[src/design/msx_bus_pkg.sv]
package msx_bus_pkg;

    // External memory width, default of MEM_ADDR_W at the top
    localparam int MEM_ADDR_W = 27;

    // Z80 side
    typedef logic [15:0] cpu_addr_t;               // 64 KB CPU space
    typedef logic [7:0]  cpu_data_t;               // Byte wide data

    // Page number from CPU address bits 15:14
    typedef logic [1:0]  page_t;

    // Offsets and addresses toward external memory
    typedef logic [MEM_ADDR_W-1:0] mem_addr_t;

    // Value seen by the CPU on an unmapped read
    localparam cpu_data_t IDLE_DATA = 8'hFF;

    // Base of the cartridge area, start of plain ROM images
    localparam cpu_addr_t ROM_AREA_BASE = 16'h4000;

endpackage

[src/design/msx_cfg_pkg.sv]
package msx_cfg_pkg;

    // Table sizes
    localparam int NUM_SLOTS = 4;                  // Primary slots
    localparam int NUM_CARTS = 2;                  // Cartridges with own bank registers
    localparam int NUM_BANKS = 4;                  // 8 KB windows in 0x4000..0xBFFF

    // Mapper encoding as stored in the block register
    typedef enum logic [2:0] {
        MAPPER_NONE   = 3'd0,                      // Empty slot
        MAPPER_ROM    = 3'd1,                      // Plain ROM
        MAPPER_ASCII8 = 3'd2,                      // ASCII8 with SRAM
        MAPPER_KONAMI = 3'd3,                      // Konami without SCC
        MAPPER_RAM    = 3'd4                       // Plain RAM
    } mapper_t;

    // One slot's layout, 6 bits
    typedef struct packed {
        mapper_t    mapper;
        logic       cart_num;                      // Selects bank register set
        logic [1:0] offset_ram;                    // 16 KB page offset for plain ROM
    } block_t;

    // RAM window of a slot
    typedef struct packed {
        logic [26:0] addr;                         // Base in external memory
        logic [15:0] size;                         // Count of 16 KB blocks
        logic        ro;                           // Writes suppressed
    } lookup_ram_t;

    // SRAM window of a slot
    typedef struct packed {
        logic [26:0] addr;                         // Base in external memory
        logic [15:0] size;                         // Bytes, zero means no SRAM
    } lookup_sram_t;

    typedef logic [7:0] apb_addr_t;

    // APB map
    localparam apb_addr_t REG_SLOT    = 8'h00;     // Primary slot register
    localparam apb_addr_t SLOT_STRIDE = 8'h10;     // Slot n group at (n+1)*stride
    localparam apb_addr_t APB_LAST    = 8'h4F;     // Last decoded offset

    // Offsets inside one slot group
    localparam logic [3:0] REG_BLOCK     = 4'h0;   // block_t in bits 5:0
    localparam logic [3:0] REG_RAM_BASE  = 4'h4;
    localparam logic [3:0] REG_RAM_SIZE  = 4'h8;   // ro flag in bit 16
    localparam logic [3:0] REG_SRAM_BASE = 4'hC;
    localparam logic [3:0] REG_SRAM_SIZE = 4'h0;   // Bits 31:16 of the block word

endpackage

[src/design/msx_ifs.sv]
`timescale 1ns/1ps

// CPU request as seen by the slot logic
interface cpu_bus_if;
    logic                   req;                   // One cycle strobe
    msx_bus_pkg::cpu_addr_t addr;
    logic                   rnw;                   // High for read
    msx_bus_pkg::cpu_data_t wdata;

    modport source (
        output req, addr, rnw, wdata
    );

    modport sink (
        input  req, addr, rnw, wdata
    );
endinterface

// Offset and selects from the mapper
interface memory_bus_if;
    msx_bus_pkg::mem_addr_t addr;                  // Offset inside the window
    logic                   rnw;
    logic                   ram_cs;                // Hit in RAM window
    logic                   sram_cs;               // Hit in SRAM window

    modport source (
        output addr, rnw, ram_cs, sram_cs
    );

    modport sink (
        input  addr, rnw, ram_cs, sram_cs
    );
endinterface

// Active slot layout handed to the mapper
interface block_info_if;
    msx_cfg_pkg::mapper_t   typ;
    logic                   cart_num;
    logic [1:0]             offset_ram;
    msx_bus_pkg::mem_addr_t rom_size;              // Bytes, zero disables wrap
    logic [15:0]            sram_size;             // Bytes

    modport source (
        output typ, cart_num, offset_ram, rom_size, sram_size
    );

    modport sink (
        input  typ, cart_num, offset_ram, rom_size, sram_size
    );
endinterface

[src/design/msx_mappers.sv]
`timescale 1ns/1ps

module msx_mappers (
    input  logic         clk,
    input  logic         rst_n,
    cpu_bus_if.sink      cpu_bus,
    block_info_if.sink   block_info,
    memory_bus_if.source memory_bus
);

    // Bank registers, one set per cartridge
    msx_bus_pkg::cpu_data_t bank_q [msx_cfg_pkg::NUM_CARTS][msx_cfg_pkg::NUM_BANKS];

    logic                   cpu_wr;
    logic                   in_area;                // 0x4000..0xBFFF
    logic [1:0]             win;                    // 8 KB window in the area
    msx_bus_pkg::cpu_data_t bank;
    msx_bus_pkg::mem_addr_t mask;                   // Wrap mask from ROM size
    msx_bus_pkg::mem_addr_t rom_off;
    msx_bus_pkg::mem_addr_t bank_off;
    logic                   sram_sel;

    assign cpu_wr  = cpu_bus.req & ~cpu_bus.rnw;
    assign in_area = (cpu_bus.addr[15:14] == 2'b01) || (cpu_bus.addr[15:14] == 2'b10);
    assign win     = 2'(cpu_bus.addr[15:13] - 3'd2);

    // Bank writes in the request cycle
    always_ff @(posedge clk or negedge rst_n) begin
        if (!rst_n) begin
            for (int c = 0; c < msx_cfg_pkg::NUM_CARTS; c++) begin
                for (int b = 0; b < msx_cfg_pkg::NUM_BANKS; b++)
                    bank_q[c][b] <= '0;
            end
        end else if (cpu_wr) begin
            case (block_info.typ)
                msx_cfg_pkg::MAPPER_ASCII8: begin
                    // 0x6000/0x6800/0x7000/0x7800 pick the bank by bits 12:11
                    if (cpu_bus.addr[15:13] == 3'b011)
                        bank_q[block_info.cart_num][cpu_bus.addr[12:11]] <= cpu_bus.wdata;
                end
                msx_cfg_pkg::MAPPER_KONAMI: begin
                    if (in_area && win != 2'd0)     // First window is fixed
                        bank_q[block_info.cart_num][win] <= cpu_bus.wdata;
                end
                default: ;
            endcase
        end
    end

    // Konami keeps bank 0 at 0x4000
    always_comb begin
        bank = bank_q[block_info.cart_num][win];
        if (block_info.typ == msx_cfg_pkg::MAPPER_KONAMI && win == 2'd0)
            bank = '0;
    end

    assign mask     = block_info.rom_size - msx_bus_pkg::mem_addr_t'(1);   // Zero size wraps never
    assign rom_off  = msx_bus_pkg::mem_addr_t'(cpu_bus.addr)
                    - msx_bus_pkg::mem_addr_t'(msx_bus_pkg::ROM_AREA_BASE)
                    + msx_bus_pkg::mem_addr_t'({block_info.offset_ram, 14'd0});
    assign bank_off = msx_bus_pkg::mem_addr_t'({bank, cpu_bus.addr[12:0]});
    assign sram_sel = bank[7] && (block_info.sram_size != 16'd0);

    // Address translation per mapper type
    always_comb begin
        memory_bus.addr    = '0;
        memory_bus.rnw     = 1'b1;                  // ROM types never write
        memory_bus.ram_cs  = 1'b0;
        memory_bus.sram_cs = 1'b0;
        case (block_info.typ)
            msx_cfg_pkg::MAPPER_ROM: begin
                memory_bus.ram_cs = 1'b1;
                memory_bus.addr   = rom_off & mask;
            end
            msx_cfg_pkg::MAPPER_ASCII8: begin
                if (in_area) begin
                    if (sram_sel) begin
                        memory_bus.sram_cs = 1'b1;
                        memory_bus.addr    = msx_bus_pkg::mem_addr_t'(cpu_bus.addr[12:0]);
                        // SRAM writable only at 0x8000..0xBFFF
                        memory_bus.rnw     = cpu_bus.rnw | ~cpu_bus.addr[15];
                    end else begin
                        memory_bus.ram_cs = 1'b1;
                        memory_bus.addr   = bank_off & mask;
                    end
                end
            end
            msx_cfg_pkg::MAPPER_KONAMI: begin
                if (in_area) begin
                    memory_bus.ram_cs = 1'b1;
                    memory_bus.addr   = bank_off & mask;
                end
            end
            msx_cfg_pkg::MAPPER_RAM: begin
                memory_bus.ram_cs = 1'b1;
                memory_bus.rnw    = cpu_bus.rnw;
                memory_bus.addr   = msx_bus_pkg::mem_addr_t'(cpu_bus.addr) & mask;
            end
            default: ;                              // Empty slot
        endcase
    end

endmodule

[src/design/msx_slot_config.sv]
`timescale 1ns/1ps

module msx_slot_config (
    input  logic                      clk,
    input  logic                      rst_n,
    input  msx_cfg_pkg::apb_addr_t    paddr,
    input  logic                      psel,
    input  logic                      penable,
    input  logic                      pwrite,
    input  logic [31:0]               pwdata,
    output logic [31:0]               prdata,
    output logic                      pready,
    output logic                      pslverr,
    input  msx_bus_pkg::page_t        page,          // CPU address bits 15:14
    output msx_cfg_pkg::block_t       active_block,
    output msx_cfg_pkg::lookup_ram_t  active_ram,
    output msx_cfg_pkg::lookup_sram_t active_sram
);

    logic [7:0] slot_reg;                           // Two bits per page

    // Per slot tables
    msx_cfg_pkg::block_t       blocks [msx_cfg_pkg::NUM_SLOTS];
    msx_cfg_pkg::lookup_ram_t  rams   [msx_cfg_pkg::NUM_SLOTS];
    msx_cfg_pkg::lookup_sram_t srams  [msx_cfg_pkg::NUM_SLOTS];

    logic       access;
    logic       err;
    logic       wr_en;
    logic       in_slot;                            // Offset inside a slot group
    logic [1:0] sidx;
    logic [3:0] off;
    logic [1:0] active_slot;

    // APB decode
    assign access  = psel & penable;
    assign err     = (paddr > msx_cfg_pkg::APB_LAST) || (paddr[1:0] != 2'b00);
    assign wr_en   = access & pwrite & ~err;
    assign in_slot = paddr >= msx_cfg_pkg::SLOT_STRIDE;
    assign sidx    = 2'((paddr - msx_cfg_pkg::SLOT_STRIDE) / msx_cfg_pkg::SLOT_STRIDE);
    assign off     = paddr[3:0];

    assign pready  = 1'b1;                          // No wait states
    assign pslverr = access & err;

    // Register writes at the end of the access phase
    always_ff @(posedge clk or negedge rst_n) begin
        if (!rst_n) begin
            slot_reg <= '0;
            for (int i = 0; i < msx_cfg_pkg::NUM_SLOTS; i++) begin
                blocks[i] <= '0;                    // Mapper none
                rams[i]   <= '0;
                srams[i]  <= '0;
            end
        end else if (wr_en) begin
            if (!in_slot) begin
                if (paddr == msx_cfg_pkg::REG_SLOT)
                    slot_reg <= pwdata[7:0];
            end else begin
                if (off == msx_cfg_pkg::REG_BLOCK)
                    blocks[sidx] <= msx_cfg_pkg::block_t'(pwdata[5:0]);
                if (off == msx_cfg_pkg::REG_SRAM_SIZE)
                    srams[sidx].size <= pwdata[31:16];
                if (off == msx_cfg_pkg::REG_RAM_BASE)
                    rams[sidx].addr <= pwdata[26:0];
                if (off == msx_cfg_pkg::REG_RAM_SIZE) begin
                    rams[sidx].size <= pwdata[15:0];
                    rams[sidx].ro   <= pwdata[16];   // Read-only flag
                end
                if (off == msx_cfg_pkg::REG_SRAM_BASE)
                    srams[sidx].addr <= pwdata[26:0];
            end
        end
    end

    // Read mux, unused offsets read zero
    always_comb begin
        prdata = '0;
        if (!in_slot) begin
            if (paddr == msx_cfg_pkg::REG_SLOT)
                prdata[7:0] = slot_reg;
        end else begin
            if (off == msx_cfg_pkg::REG_BLOCK)
                prdata[5:0] = blocks[sidx];
            if (off == msx_cfg_pkg::REG_SRAM_SIZE)
                prdata[31:16] = srams[sidx].size;
            if (off == msx_cfg_pkg::REG_RAM_BASE)
                prdata = 32'(rams[sidx].addr);
            if (off == msx_cfg_pkg::REG_RAM_SIZE)
                prdata = {15'd0, rams[sidx].ro, rams[sidx].size};
            if (off == msx_cfg_pkg::REG_SRAM_BASE)
                prdata = 32'(srams[sidx].addr);
        end
    end

    // Slot for the page of the current request
    assign active_slot  = slot_reg[2*page +: 2];
    assign active_block = blocks[active_slot];
    assign active_ram   = rams[active_slot];
    assign active_sram  = srams[active_slot];

endmodule

[src/design/msx_slot_top.sv]
`timescale 1ns/1ps

module msx_slot_top #(
    parameter int MEM_ADDR_W = $bits(msx_bus_pkg::mem_addr_t)
) (
    input  logic                   clk,
    input  logic                   rst_n,
    // APB slave
    input  msx_cfg_pkg::apb_addr_t paddr,
    input  logic                   psel,
    input  logic                   penable,
    input  logic                   pwrite,
    input  logic [31:0]            pwdata,
    output logic [31:0]            prdata,
    output logic                   pready,
    output logic                   pslverr,
    // CPU port
    input  logic                   cpu_req,
    input  msx_bus_pkg::cpu_addr_t cpu_addr,
    input  logic                   cpu_rnw,
    input  msx_bus_pkg::cpu_data_t cpu_wdata,
    output msx_bus_pkg::cpu_data_t cpu_rdata,
    output logic                   cpu_ack,
    // External memory
    output logic [MEM_ADDR_W-1:0]  ram_addr,
    output msx_bus_pkg::cpu_data_t ram_din,
    input  msx_bus_pkg::cpu_data_t ram_dout,
    output logic                   ram_rnw,
    output logic                   ram_ce
);

    cpu_bus_if    cpu_bus ();
    memory_bus_if memory_bus ();
    block_info_if block_info ();

    msx_cfg_pkg::block_t       active_block;        // Entries of the selected slot
    msx_cfg_pkg::lookup_ram_t  active_ram;
    msx_cfg_pkg::lookup_sram_t active_sram;

    // CPU port onto the internal bus
    assign cpu_bus.req   = cpu_req;
    assign cpu_bus.addr  = cpu_addr;
    assign cpu_bus.rnw   = cpu_rnw;
    assign cpu_bus.wdata = cpu_wdata;

    msx_slot_config u_config (
        .clk          (clk),
        .rst_n        (rst_n),
        .paddr        (paddr),
        .psel         (psel),
        .penable      (penable),
        .pwrite       (pwrite),
        .pwdata       (pwdata),
        .prdata       (prdata),
        .pready       (pready),
        .pslverr      (pslverr),
        .page         (cpu_bus.addr[15:14]),
        .active_block (active_block),
        .active_ram   (active_ram),
        .active_sram  (active_sram)
    );

    msx_mappers u_mappers (
        .clk        (clk),
        .rst_n      (rst_n),
        .cpu_bus    (cpu_bus),
        .block_info (block_info),
        .memory_bus (memory_bus)
    );

    msx_slots #(
        .MEM_ADDR_W (MEM_ADDR_W)
    ) u_slots (
        .clk          (clk),
        .rst_n        (rst_n),
        .cpu_bus      (cpu_bus),
        .memory_bus   (memory_bus),
        .block_info   (block_info),
        .active_block (active_block),
        .active_ram   (active_ram),
        .active_sram  (active_sram),
        .ram_addr     (ram_addr),
        .ram_din      (ram_din),
        .ram_dout     (ram_dout),
        .ram_rnw      (ram_rnw),
        .ram_ce       (ram_ce),
        .cpu_rdata    (cpu_rdata),
        .cpu_ack      (cpu_ack)
    );

endmodule

[src/design/msx_slots.sv]
`timescale 1ns/1ps

module msx_slots #(
    parameter int MEM_ADDR_W = $bits(msx_bus_pkg::mem_addr_t)
) (
    input  logic                      clk,
    input  logic                      rst_n,
    cpu_bus_if.sink                   cpu_bus,
    memory_bus_if.sink                memory_bus,
    block_info_if.source              block_info,
    input  msx_cfg_pkg::block_t       active_block,
    input  msx_cfg_pkg::lookup_ram_t  active_ram,
    input  msx_cfg_pkg::lookup_sram_t active_sram,
    output logic [MEM_ADDR_W-1:0]     ram_addr,
    output msx_bus_pkg::cpu_data_t    ram_din,
    input  msx_bus_pkg::cpu_data_t    ram_dout,
    output logic                      ram_rnw,
    output logic                      ram_ce,
    output msx_bus_pkg::cpu_data_t    cpu_rdata,
    output logic                      cpu_ack
);

    logic        ack_q;                             // Request seen last cycle
    logic        hit_q;                             // That request reached memory
    logic [26:0] base;                              // Window base for this access

    // Layout of the active slot for the mapper
    assign block_info.typ        = active_block.mapper;
    assign block_info.cart_num   = active_block.cart_num;
    assign block_info.offset_ram = active_block.offset_ram;
    assign block_info.rom_size   = {active_ram.size[12:0], 14'd0};   // Blocks of 16 KB
    assign block_info.sram_size  = active_sram.size;

    // Window base picked by the mapper's select
    assign base = memory_bus.sram_cs ? active_sram.addr : active_ram.addr;

    // External memory side, valid in the request cycle
    assign ram_addr = MEM_ADDR_W'(base + memory_bus.addr);
    assign ram_din  = cpu_bus.wdata;
    assign ram_ce   = cpu_bus.req & (memory_bus.ram_cs | memory_bus.sram_cs);
    assign ram_rnw  = memory_bus.rnw | (memory_bus.ram_cs & active_ram.ro);   // RO window

    // Fixed one cycle response
    always_ff @(posedge clk or negedge rst_n) begin
        if (!rst_n) begin
            ack_q <= 1'b0;
            hit_q <= 1'b0;
        end else begin
            ack_q <= cpu_bus.req;
            hit_q <= ram_ce;
        end
    end

    assign cpu_ack   = ack_q;
    assign cpu_rdata = hit_q ? ram_dout : msx_bus_pkg::IDLE_DATA;   // Open bus reads FF

endmodule

[config.mk]
export PLATFORM = sky130hd
export DESIGN_NAME = msx_slot_top
export DESIGN_NICKNAME = d
export VERILOG_FILES = /design/src/design/msx_bus_pkg.sv /design/src/design/msx_cfg_pkg.sv /design/src/design/msx_ifs.sv /design/src/design/msx_mappers.sv /design/src/design/msx_slot_config.sv /design/src/design/msx_slot_top.sv /design/src/design/msx_slots.sv
export SDC_FILE = /design/constraint.sdc
export NUM_CORES = 1
export LEC_CHECK = 0
export BUFFER_PORTS_ARGS = -buffer_cell sky130_fd_sc_hd__buf_2
export CAP_MARGIN = 40
export CORE_MARGIN = 4
export CORE_UTILIZATION = 57
export DETAILED_ROUTE_END_ITERATION = 8
export PLACE_DENSITY = 0.76
export REMOVE_ABC_BUFFERS = 1
export SLEW_MARGIN = 25
export SYNTH_ARGS = -nofsm -noshare
export SYNTH_HDL_FRONTEND = slang
export SYNTH_SLANG_ARGS = --single-unit
[constraint.sdc]
create_clock -name clk -period 23.9 [get_ports clk]
set_clock_uncertainty 0.2 [all_clocks]
set_input_delay 4.78 -clock clk [delete_from_list [all_inputs] [get_ports clk]]
set_output_delay 4.78 -clock clk [all_outputs]
set_load 0.05 [all_outputs]
* Yosys cells after proc, flatten, opt, wreduce, memory -nomap -nowiden
Cells that the tools add are included.
** Word-level totals
- Register bits after elaboration :: 446
- Logic and storage cells :: 204
- Bits of input ports :: 79
** Operators by class
- Equal/unequal tests :: 12
- Bitwise gates (word level) :: 22
- Shift operators :: 1
- Order comparisons :: 11
- Reductions and logical operators :: 21
- $add $sub $neg :: 6
- Mux-type cells :: 88
** Operator list (number)
- 176-bit 2-to-1 mux :: 4
- 172-bit 2-to-1 mux :: 4
- 176-bit bitwise mux :: 3
- 172-bit bitwise mux :: 2
- 44-bit demux with 2-bit select :: 3
- 32-bit 2-to-1 mux :: 8
- 44-bit 2-to-1 mux :: 5
- 43-bit 2-to-1 mux :: 5
- 44-bit binary-select mux with 2-bit select :: 2
- 43-bit binary-select mux with 2-bit select :: 2
- 43-bit demux with 2-bit select :: 2
- 64-bit bitwise mux :: 2
- 64-bit 2-to-1 mux :: 2
- 64-bit case mux with 2 select lines :: 1
- 27-bit 2-to-1 mux :: 4
- 27-bit case mux with 4 select lines :: 1
- 32-bit demux with 1-bit select :: 2
- 8-bit 2-to-1 mux :: 8
- 6-bit 2-to-1 mux :: 6
- 8-bit demux with 2-bit select :: 2
- 16-bit 2-to-1 mux :: 2
- 27-bit by 16-bit adder with 27-bit output :: 1
- 27-bit adder :: 1
- 16-bit by 27-bit bitwise AND with 27-bit output :: 1
- 46 further kinds :: 88

* Longest topological paths before layout
Gate-level depths: netlist of the first run.
- Depth in word-level cells :: 19
- Mapped depth :: 26
- Mapped depth without buffers :: 19

* Modules after synthesis
A second synthesis of the first run with hierarchy kept.
** Second synthesis, totals
- Cell total of the unflattened synthesis :: 1861
- Area, all modules :: 26349.0 sq um
** By module, submodules not included
- msx_slot_config :: area each 20083.0 sq um, times used 1, cells each 1218
- msx_mappers :: area each 4065.1 sq um, times used 1, cells each 357
- msx_slots :: area each 2200.9 sq um, times used 1, cells each 286

* Least setup slack after synthesis of the first run
OpenSTA, ideal clock, no wires.
- Path kind :: input to output
- Start point :: input cpu_addr[15]
- End point :: output ram_addr[26]
- Stages :: 25
- Data arrival time :: 10.704 ns
- Slack :: 8.216 ns
- Data required time :: 18.920 ns
- Path through :: buf_6 -> mux4_2 -> buf_6 -> buf_8 -> buf_8 -> buf_2 -> buf_2 -> buf_1 -> mux4_2 -> ha_1 -> inv_1 -> fa_1 -> o21ai_0 -> a2bb2oi_1 -> nor3_1 -> ha_1 -> a21o_1 -> a21o_1 -> a21o_1 -> a21oi_1 -> and3b_1 -> o21a_1 -> nor4_1 -> o31ai_1 -> xnor2_1
** Between the ends
- Cells in the longest elaborated chain, start to end :: 19
- Elaborated cells between the ends (all ways) :: 44
- Classes of those cells :: add/sub (4); eq/ne (6); shift (1); mux (24); bitwise (5); reduce/logical (4)
** RTL lines
- start: declaration :: line msx_slot_top.sv:19 : input msx_bus_pkg::cpu_addr_t cpu_addr,
- parallel branches: the longest is 18 deep, another holds 27-bit by 1-bit subtractor with 27-bit output
- 27-bit adder * :: line msx_slots.sv:38 : assign ram_addr = MEM_ADDR_W'(base + memory_bus.addr);
- end: declaration :: line msx_slot_top.sv:25 : output logic [MEM_ADDR_W-1:0] ram_addr,
Every way passes the cells marked *. The select of a mux whose other input is x is not followed.

* Worst setup path in the final report of the first run
- Start point :: input cpu_addr[14]
- End point :: output ram_addr[25]
The elaborated chain is that of the path after synthesis.

==> results of run 1 <==
cells in the mapped netlist, types with 5 or more instances:
cell | n | area [µm²]
mux2_2 | 480 | 5410
dfrtp_1 | 446 | 11200
mux4_2 | 176 | 3960
clkbuf_1 | 92 | 345
nand2_1 | 61 | 229
nor2_1 | 57 | 214
mux2i_1 | 42 | 420
ha_1 | 37 | 463
a21oi_1 | 36 | 180
nor2b_1 | 27 | 169
inv_1 | 23 | 86.3
buf_1 | 22 | 82.6
nor4_1 | 20 | 125
nand2b_1 | 19 | 119
o21ai_0 | 19 | 95.1
xnor2_1 | 18 | 158
nor3_1 | 17 | 85.1
a21o_1 | 15 | 113
and3_1 | 13 | 81.3
nor3b_1 | 13 | 97.6
buf_4 | 12 | 90.1
xor2_1 | 12 | 105
nand3_1 | 11 | 55.1
a22oi_1 | 8 | 60.1
buf_2 | 8 | 40.0
o221ai_1 | 8 | 70.1
a31oi_1 | 7 | 43.8
nor2_2 | 7 | 43.8
a211oi_1 | 6 | 45.0
and2_1 | 6 | 37.5
o21a_1 | 6 | 45.0
a32o_1 | 5 | 50.1
o22ai_1 | 5 | 31.3
or2_2 | 5 | 31.3
layout make-up:
cell class                      count  area (µm²)
Antenna cell                        1        2.50
Clock buffer                       71        1440
Clock inverter                     15         135
Fill cell                        3124       15200
Inverter                           23        86.3
Multi-Input combinational cell   1184       13100
Sequential cell                   446       11200
Tap cell                          585         732
Timing Repair Buffer              201        1290
final timing paths:
kind	startpoint	slack (ps)	cells past startpoint	endpoint
setup / recovery	cpu_addr[14]	6920	22	ram_addr[25]
hold / removal	u_mappers.bank_q[24]	300	1	u_mappers.bank_q[24]
setup reg to reg	u_config.slot_reg[7]	18690	11	u_mappers.bank_q[36]
hold reg to reg	u_mappers.bank_q[24]	300	1	u_mappers.bank_q[24]
max in group asynchronous	rst_n	17800	4	u_config.srams[126]
min in group asynchronous	rst_n	3930	1	u_mappers.bank_q[41]
power by group:
part,internal [mW],total (mW),switching (mW)
Combinational,0.0327,0.102,0.0691
Clock,0.429,0.743,0.314
Sequential,0.759,0.761,0.00265
metal layers:
| layer | global-route usage, % | share of wire, % |
|---|---|---|
| met5 | 0 | 0.048 |
| met4 | 8.86 | 3.1 |
| met3 | 8.11 | 9.3 |
| met2 | 46.2 | 47 |
| met1 | 40.0 | 40 |
kinds of logic (layout without fill, tap and decap cells):
kind of cell	Yosys count	count (layout)	share of synthesized area (%)
AO/OA/AOI/OAI	136	136	3.69
AND/OR/NAND/NOR	276	276	5.88
XOR/XNOR	30	30	1.06
flip-flops	446	446	44.9
buffers and inverters	161	310	2.80
adder cells (fa/ha/maj)	39	39	2.02
multiplexers	702	702	39.7
other	1	2	0.0151
critical path: cells and delay by family:
family,cells,cell delay [ps]
compound gates,7,1840
fa+ha+maj,1,260
buf+inv,6,2030
mux,3,1570
simple gates,5,1440
metrics by stage:
stage                     instances  hold WS (ps)  total power, mW  instance area, µm²  utilization [%]
after floorplan                1653           274            0.813               24300                -
after global placement         2429           281            0.871               26100             60.6
after detailed placement       2435           290            0.875               26200             60.9
after CTS                      2521           303             1.62               27800             64.5
after global routing           2526           306             1.66               27900             64.8
final                          2526           301             1.61               27900             64.8
==> flow_summary.ini, run 1 <==
[outcome]
status = complete, no violations

[sta]
setup_tns_ps = 0
fin_ws_ps = 6920
rsz0062_at_grt = no
fmax_mhz = 58.9
setup_viol = 0
maxSlewViolCount = 0
worst_pin_slew_ps = 826
period_needed_ps = 16980
hold_viol_final = 0
slew_headroom_pct = 43.9
fin_crit_sh_pct = 71.0

[floorplan]
dieArea_mm2 = 0.0470
chipWidth_um = 217
placeableCoreArea_mm2 = 0.0431
fp.dieH_um = 217
num_rows = 76
ios = 159
initial_core_util_pct = 57.7

[worst_setup_path]
max_stage_delay_ps = 720
start_kind = primary input
crit_fanout = 34
worstPathRequired_ps = 18920
cp_cell_sequence = buf_2 > mux4_4 > buf_4 > buf_4 > buf_16 > mux4_1 > nor2b_1 > o21ai_0 > and2_1 > nand2b_1 > inv_1 > ha_1 > a21o_1 > a21oi_1 > or3_1 > a21o_1 > a211oi_1 > o21ai_0 > a31oi_1 > mux2i_1 > nand2_1 > buf_2
slowest_stage = mux4_1
critPathKind = in -> out
cp_data_arrival_time_ps = 12000
cp-end-kind = primary output

[synthesis]
yosysSeqAreaShare_pct = 44.9
synth_area_mm2 = 0.0249
synth.distinct_cells = 66
synth_ff_type = dfrtp_1
avgSynthCellArea_um2 = 13.9
ys_ff_latch = 446
synth-async-reset-ratio_pct = 100
yosysWarnings = 0
syn_inst = 1791
synth_edf_count = 0

[power]
power_density_mw_per_mm2 = 57.6
leakagePower_nw = 13.5
peakVddDrop_uv = 47.6

[layout]
layout_common_cells = mux2_2, dfrtp_1, mux4_2, buf_2, nand2_1
largest_reg_flops = 176
fin_nets = 2022
drive_above_1_share_pct = 49.5
largest_register = u_config.rams
final_common_cell = mux2_2
top_regs = u_config.rams (176), u_config.srams (172), u_mappers.bank_q (64)
syn2layout_area_growth_pct = 12.2

[placement]
dpl_worst_slack_ps = 6900
portBuffers = 157
place_hpwl_um = 45100
routabilityCongestion = 0.914

[detailed_routing]
drt-wirelength-per-cell_um = 27.3
vias = 16800
antenna_left = 0
dr.pass1.iters = 5
vias_per_cell = 6.64
drt-total-wl_um = 69000
drc = 0
dr.first_iter.drc_count = 1601

[grt]
grt_start_max_net_pins = 195
grtUsageTotal_pct = 29.2
grt_pass1_wl_um = 105000
antenna_found_initial = 5
grt.overflow.total = 0
first_global_vias = 17300

[hold_path]
hp-class = reg -> reg

[clock_network]
clk_pin_slew_worst_paths_ps = 60
hold_buffers = 0
cts_tree = built
cts_root_buffer = clkbuf_16
clk_latency_ps = 600
numCtsBuffers = 48
ctsResizeCount = 0
clockBufferDepth = 3
cts_setup_buffers = 0
cts_sinks = 446
htreeDepth = 2

[run]
maxCapViolCount = 0
Note: power is estimated with default switching activity, not from simulation.
==> run 2, diff against run 1 <==
- CORE_UTILIZATION: 57 -> 56
- PLACE_DENSITY: 0.76 -> 0.77
- clock period: 23.9 -> 15 ns (I/O delays scaled with it)
==> flow_summary.ini, run 2 (synthesis gave the netlist of run 1 again) <==
[grt]
grt.overflow.total = 0
grtUsageTotal_pct = 29.3
grt_pass1_wl_um = 106000
first_global_vias = 17300
grt_start_max_net_pins = 179
antenna_found_initial = 4

[sta]
maxSlewViolCount = 0
fin_crit_sh_pct = 89.1
fmax_mhz = 74.8
fin_ws_ps = 1630
hold_viol_final = 0
whs_ps = 303
worst_pin_slew_ps = 870
slew_headroom_pct = 41.9
rsz0062_at_grt = no
period_needed_ps = 13370
setup_viol = 0

[run]
maxCapViolCount = 0

[clock_network]
htreeDepth = 2
cts_tree = built
clk_pin_slew_worst_paths_ps = 50
cts_sinks = 446
cts_setup_buffers = 0
ctsResizeCount = 0
hold_buffers = 0
clockBufferDepth = 3
cts_root_buffer = clkbuf_16
numCtsBuffers = 50
clk_latency_ps = 610

[detailed_routing]
antenna_left = 0
drt-wirelength-per-cell_um = 27.7
dr_wl_met3_um = 6490
drc = 0
vias_per_cell = 6.70
vias = 16900
dr.first_iter.drc_count = 1899
drt-total-wl_um = 69900
wirelength_met1_um = 28400
dr.pass1.iters = 6
wl_met2_um = 32500
dr.max_layer_used = met5

[layout]
layout_common_cells = mux2_2, dfrtp_1, mux4_2, buf_2, nand2_1
fin_area_mm2 = 0.0279
post-route-util_pct = 64.2
drive_above_1_share_pct = 49.4
syn2layout_area_growth_pct = 12.2
top_regs = u_config.rams (176), u_config.srams (172), u_mappers.bank_q (64)
final_common_cell = mux2_2
fin_nets = 2016
largest_reg_flops = 176
largest_register = u_config.rams

[hold_path]
min_to = u_mappers.bank_q[49]
holdPathStages = 1
min_from = u_mappers.bank_q[49]
hp-class = reg -> reg

[placement]
dpl_worst_slack_ps = 1740
place_hpwl_um = 46300
place_area_mm2 = 0.0261
routabilityCongestion = 0.967
portBuffers = 157

[floorplan]
ios = 159
chipWidth_um = 219
initial_core_util_pct = 57.2
dieArea_mm2 = 0.0478
num_rows = 76
fp.dieH_um = 219
placeableCoreArea_mm2 = 0.0435

[worst_setup_path]
cp-end-kind = primary output
start_kind = primary input
r2r-start = u_config.slot_reg[7]
reg2reg_depth = 8
regToRegSetupSlack_ps = 9960
critPathKind = in -> out
crit_fanout = 27
worstReg2RegEnd = u_mappers.bank_q[23]
cp_data_arrival_time_ps = 10170
worstPathRequired_ps = 11800
cp-startpoint = cpu_addr[14]

[power]
peakVddDrop_uv = 97.1
power_mw = 2.63
power_density_mw_per_mm2 = 94.4
leakagePower_nw = 13.4

[outcome]
status = complete, no violations
[run 2: how the worst max path moves through the flow]
stage | to | slack [ps] | cells past startpoint
after global placement | ram_addr[26] | 1830 | 21
after CTS | ram_addr[26] | 1690 | 21
after floorplan | ram_addr[26] | -300 | 18
final | ram_addr[26] | 1630 | 22
after global routing | ram_addr[26] | 1200 | 21
after detailed placement | ram_addr[26] | 1740 | 21
[run 2: worst max-delay path: stages]
cell and delay, ps:
buf_2 490, mux4_4 960, mux2i_2 490, mux2i_1 250
nand3_1 100, or4_1 620, nor4b_2 250, buf_4 470
mux2_2 400, ha_1 210, inv_1 80, fa_1 210
nand2b_1 150, a21oi_1 80, o21ai_0 210, a21oi_1 180
a311o_1 470, o21a_1 240, nor4_1 630, o31ai_1 210
xnor2_1 160, buf_2 280
[run 2: report_power, final]
part	total (mW)	switching, mW	internal [mW]
clock network	1.26	0.507	0.752
logic	0.161	0.111	0.0501
registers	1.21	0.00429	1.21
total	2.63	0.622	2.01
[run 2: through the flow]
| stage | cells | TNS, ps |
|---|---|---|
| finish | 2523 | 0 |
| global route | 2523 | 0 |
| CTS | 2520 | 0 |
| detailed placement | 2429 | 0 |
| global placement | 2426 | 0 |
| floorplan | 1653 | -911 |
[run 2: final cells by class]
| type | count | area [µm²] |
|---|---|---|
| Antenna cell | 1 | 2.50 |
| Clock buffer | 76 | 1480 |
| Clock inverter | 15 | 220 |
| Fill cell | 3142 | 15600 |
| Inverter | 23 | 86.3 |
| Multi-Input combinational cell | 1184 | 13100 |
| Sequential cell | 446 | 11200 |
| Tap cell | 585 | 732 |
| Timing Repair Buffer | 193 | 1150 |
[run 2: routing by layer]
metal / up-vias / global-route usage (%)
met5: - / 0
met4: 4 / 10.5
met3: 168 / 7.09
met2: 877 / 44.7
met1: 8848 / 41.7
li1: 7013 / -
==> run 3, diff against run 2 <==
==> constraint.sdc (replaced) <==
create_clock -name clk -period 15 [get_ports clk]
set_clock_uncertainty 0.2 [all_clocks]
set_input_delay 3 -clock clk [delete_from_list [all_inputs] [get_ports clk]]
set_output_delay 3 -clock clk [all_outputs]
set_load 0.1 [all_outputs]
==> flow_summary.ini, run 3 (synthesis gave the netlist of run 1 again) <==
[outcome]
status = complete, no violations

[hold_path]
min_from = u_config.rams[104]
min_to = u_config.rams[104]
holdPathStages = 1
hp-class = reg -> reg

[grt]
grt_start_max_net_pins = 80
grtUsageTotal_pct = 29.2
grt.overflow.total = 0
antenna_found_initial = 3
grt_pass1_wl_um = 106000
first_global_vias = 17400

[power]
switching_power_mw = 0.625
internal_power_mw = 1.90
peakVddDrop_uv = 71.5
combinationalPowerShare_pct = 6.9
power_density_mw_per_mm2 = 91.1
p_seq_share_pct = 48.0
sw_frac_of_total_pct = 24.7
p_clk_share_pct = 45.1
leakagePower_nw = 13.4

[sta]
setup_tns_ps = 0
worst_pin_slew_ps = 900
rsz0062_at_grt = no
fin_crit_sh_pct = 90.8
maxSlewViolCount = 0
fmax_mhz = 73.4
period_needed_ps = 13620
setup_viol = 0
hold_viol_final = 0
slew_headroom_pct = 40.0

[layout]
fillCellCount = 3130
drive_above_1_share_pct = 49.3
final_common_cell = mux2_2
multiInputGateArea_mm2 = 0.0131
top_regs = u_config.rams (176), u_config.srams (172), u_mappers.bank_q (64)
fin_nets = 2018
layout_common_cells = mux2_2, dfrtp_1, mux4_2, buf_2, nand2_1
largest_register = u_config.rams
largest_reg_flops = 176
syn2layout_area_growth_pct = 11.6
post-route-util_pct = 63.9
seqCellArea_mm2 = 0.0112

[floorplan]
dieArea_mm2 = 0.0478
fp.dieH_um = 219
ios = 159
num_rows = 76
placeableCoreArea_mm2 = 0.0435
initial_core_util_pct = 57.2
chipWidth_um = 219

[worst_setup_path]
crit_top_cell = a21oi_1
cp_top_family = simple AND/OR/NAND/NOR gates
worstReg2RegEnd = u_mappers.bank_q[1]
cp_num_buf_inv = 3
regToRegSetupSlack_ps = 10440
cp_cell_sequence = buf_2 > mux4_4 > mux2i_2 > mux2i_1 > nand3_1 > or4_1 > nor4b_2 > buf_4 > mux2_2 > ha_1 > a21oi_1 > a21oi_1 > nor2b_1 > a21oi_1 > a311o_1 > o21a_1 > nor4_1 > o31ai_1 > xnor2_1 > buf_2
slowest_stage = mux4_4
cp-end-kind = primary output
start_kind = primary input
reg2reg_depth = 8
cp_data_arrival_time_ps = 10420
worstPathRequired_ps = 11800
critPathKind = in -> out
r2r-start = u_config.slot_reg[7]
crit_fanout = 25
max_stage_delay_ps = 890

[clock_network]
ctsResizeCount = 0
htreeDepth = 2
cts_sinks = 446
clk_pin_slew_worst_paths_ps = 50
cts_setup_buffers = 0
cts_root_buffer = clkbuf_16
numCtsBuffers = 48
hold_buffers = 0
clk_latency_ps = 590
cts_tree = built
clockBufferDepth = 3

[detailed_routing]
antenna_left = 0
drt-wirelength-per-cell_um = 27.6
drc = 0
vias_per_cell = 6.70
drt-total-wl_um = 69500
dr.pass1.iters = 6
vias = 16900
dr.first_iter.drc_count = 1775

[placement]
portBuffers = 157
place_hpwl_um = 46300
routabilityCongestion = 0.954

[run]
maxCapViolCount = 0
run 3: cell count changes in the layout (fill, tap and decap cells not counted), moves of 2 or more:
cell	previous run	this run
bufinv_16	4	1
clkbuf_16	50	48
clkbuf_8	13	7
clkinv_8	1	3
diode_2	1	3
inv_16	2	0
run 3: worst max-delay path by stage:
stage / to / cells after the start / from / slack (ps)
2_1_floorplan: ram_addr[26] / 18 / cpu_addr[15] / -1040
3_3_place_gp: ram_addr[26] / 20 / cpu_addr[14] / 1600
3_5_place_dp: ram_addr[26] / 20 / cpu_addr[14] / 1520
4_1_cts: ram_addr[26] / 20 / cpu_addr[14] / 1500
5_1_grt: ram_addr[26] / 20 / cpu_addr[14] / 1160
6_report: ram_addr[26] / 20 / cpu_addr[14] / 1380
run 3: worst reg2reg max path: cells and delay by family (launching register included):
kind	cells	cell delay, ps
multiplexers	3	2030
AND/OR/NAND/NOR	3	1050
AO/OA/AOI/OAI	1	290
buffers and inverters	1	410
flip-flops	1	450
run 3: final cells by class:
cell class,instances,share of cell area (%)
Sequential cell,446,40.2
Clock buffer,69,4.86
Clock inverter,13,0.487
Timing Repair Buffer,197,4.43
Multi-Input combinational cell,1184,47.0
Inverter,23,0.311
Tap cell,585,2.64
Antenna cell,3,0.0270
run 3: per-stage QoR:
| step | hold WS (ps) | instance area (µm²) | cells | total power [mW] | setup slack (ps) |
|---|---|---|---|---|---|
| global placement | 282 | 26100 | 2426 | 1.40 | 1600 |
| floorplan | 274 | 24300 | 1653 | 1.30 | -1040 |
| CTS | 302 | 27700 | 2513 | 2.54 | 1500 |
| detailed placement | 289 | 26200 | 2431 | 1.41 | 1520 |
| global route | 315 | 27800 | 2519 | 2.61 | 1160 |
| finish | 300 | 27800 | 2520 | 2.53 | 1380 |
run 3: power by group through the flow:
| stage | clock network [mW] | logic (mW) | registers [mW] |
|---|---|---|---|
| finish | 1.14 | 0.176 | 1.21 |
| global route | 1.21 | 0.188 | 1.21 |
| CTS | 1.16 | 0.174 | 1.21 |
| detailed placement | 0 | 0.174 | 1.23 |
| global placement | 0 | 0.167 | 1.23 |
| floorplan | 0 | 0.0702 | 1.23 |
run 3: per-layer routing:
layer / GRT usage [%] / share of wire [%]
met5: 0 / 0.013
met4: 9.75 / 3.2
met3: 6.81 / 9.1
met2: 45.5 / 47
met1: 40.9 / 40
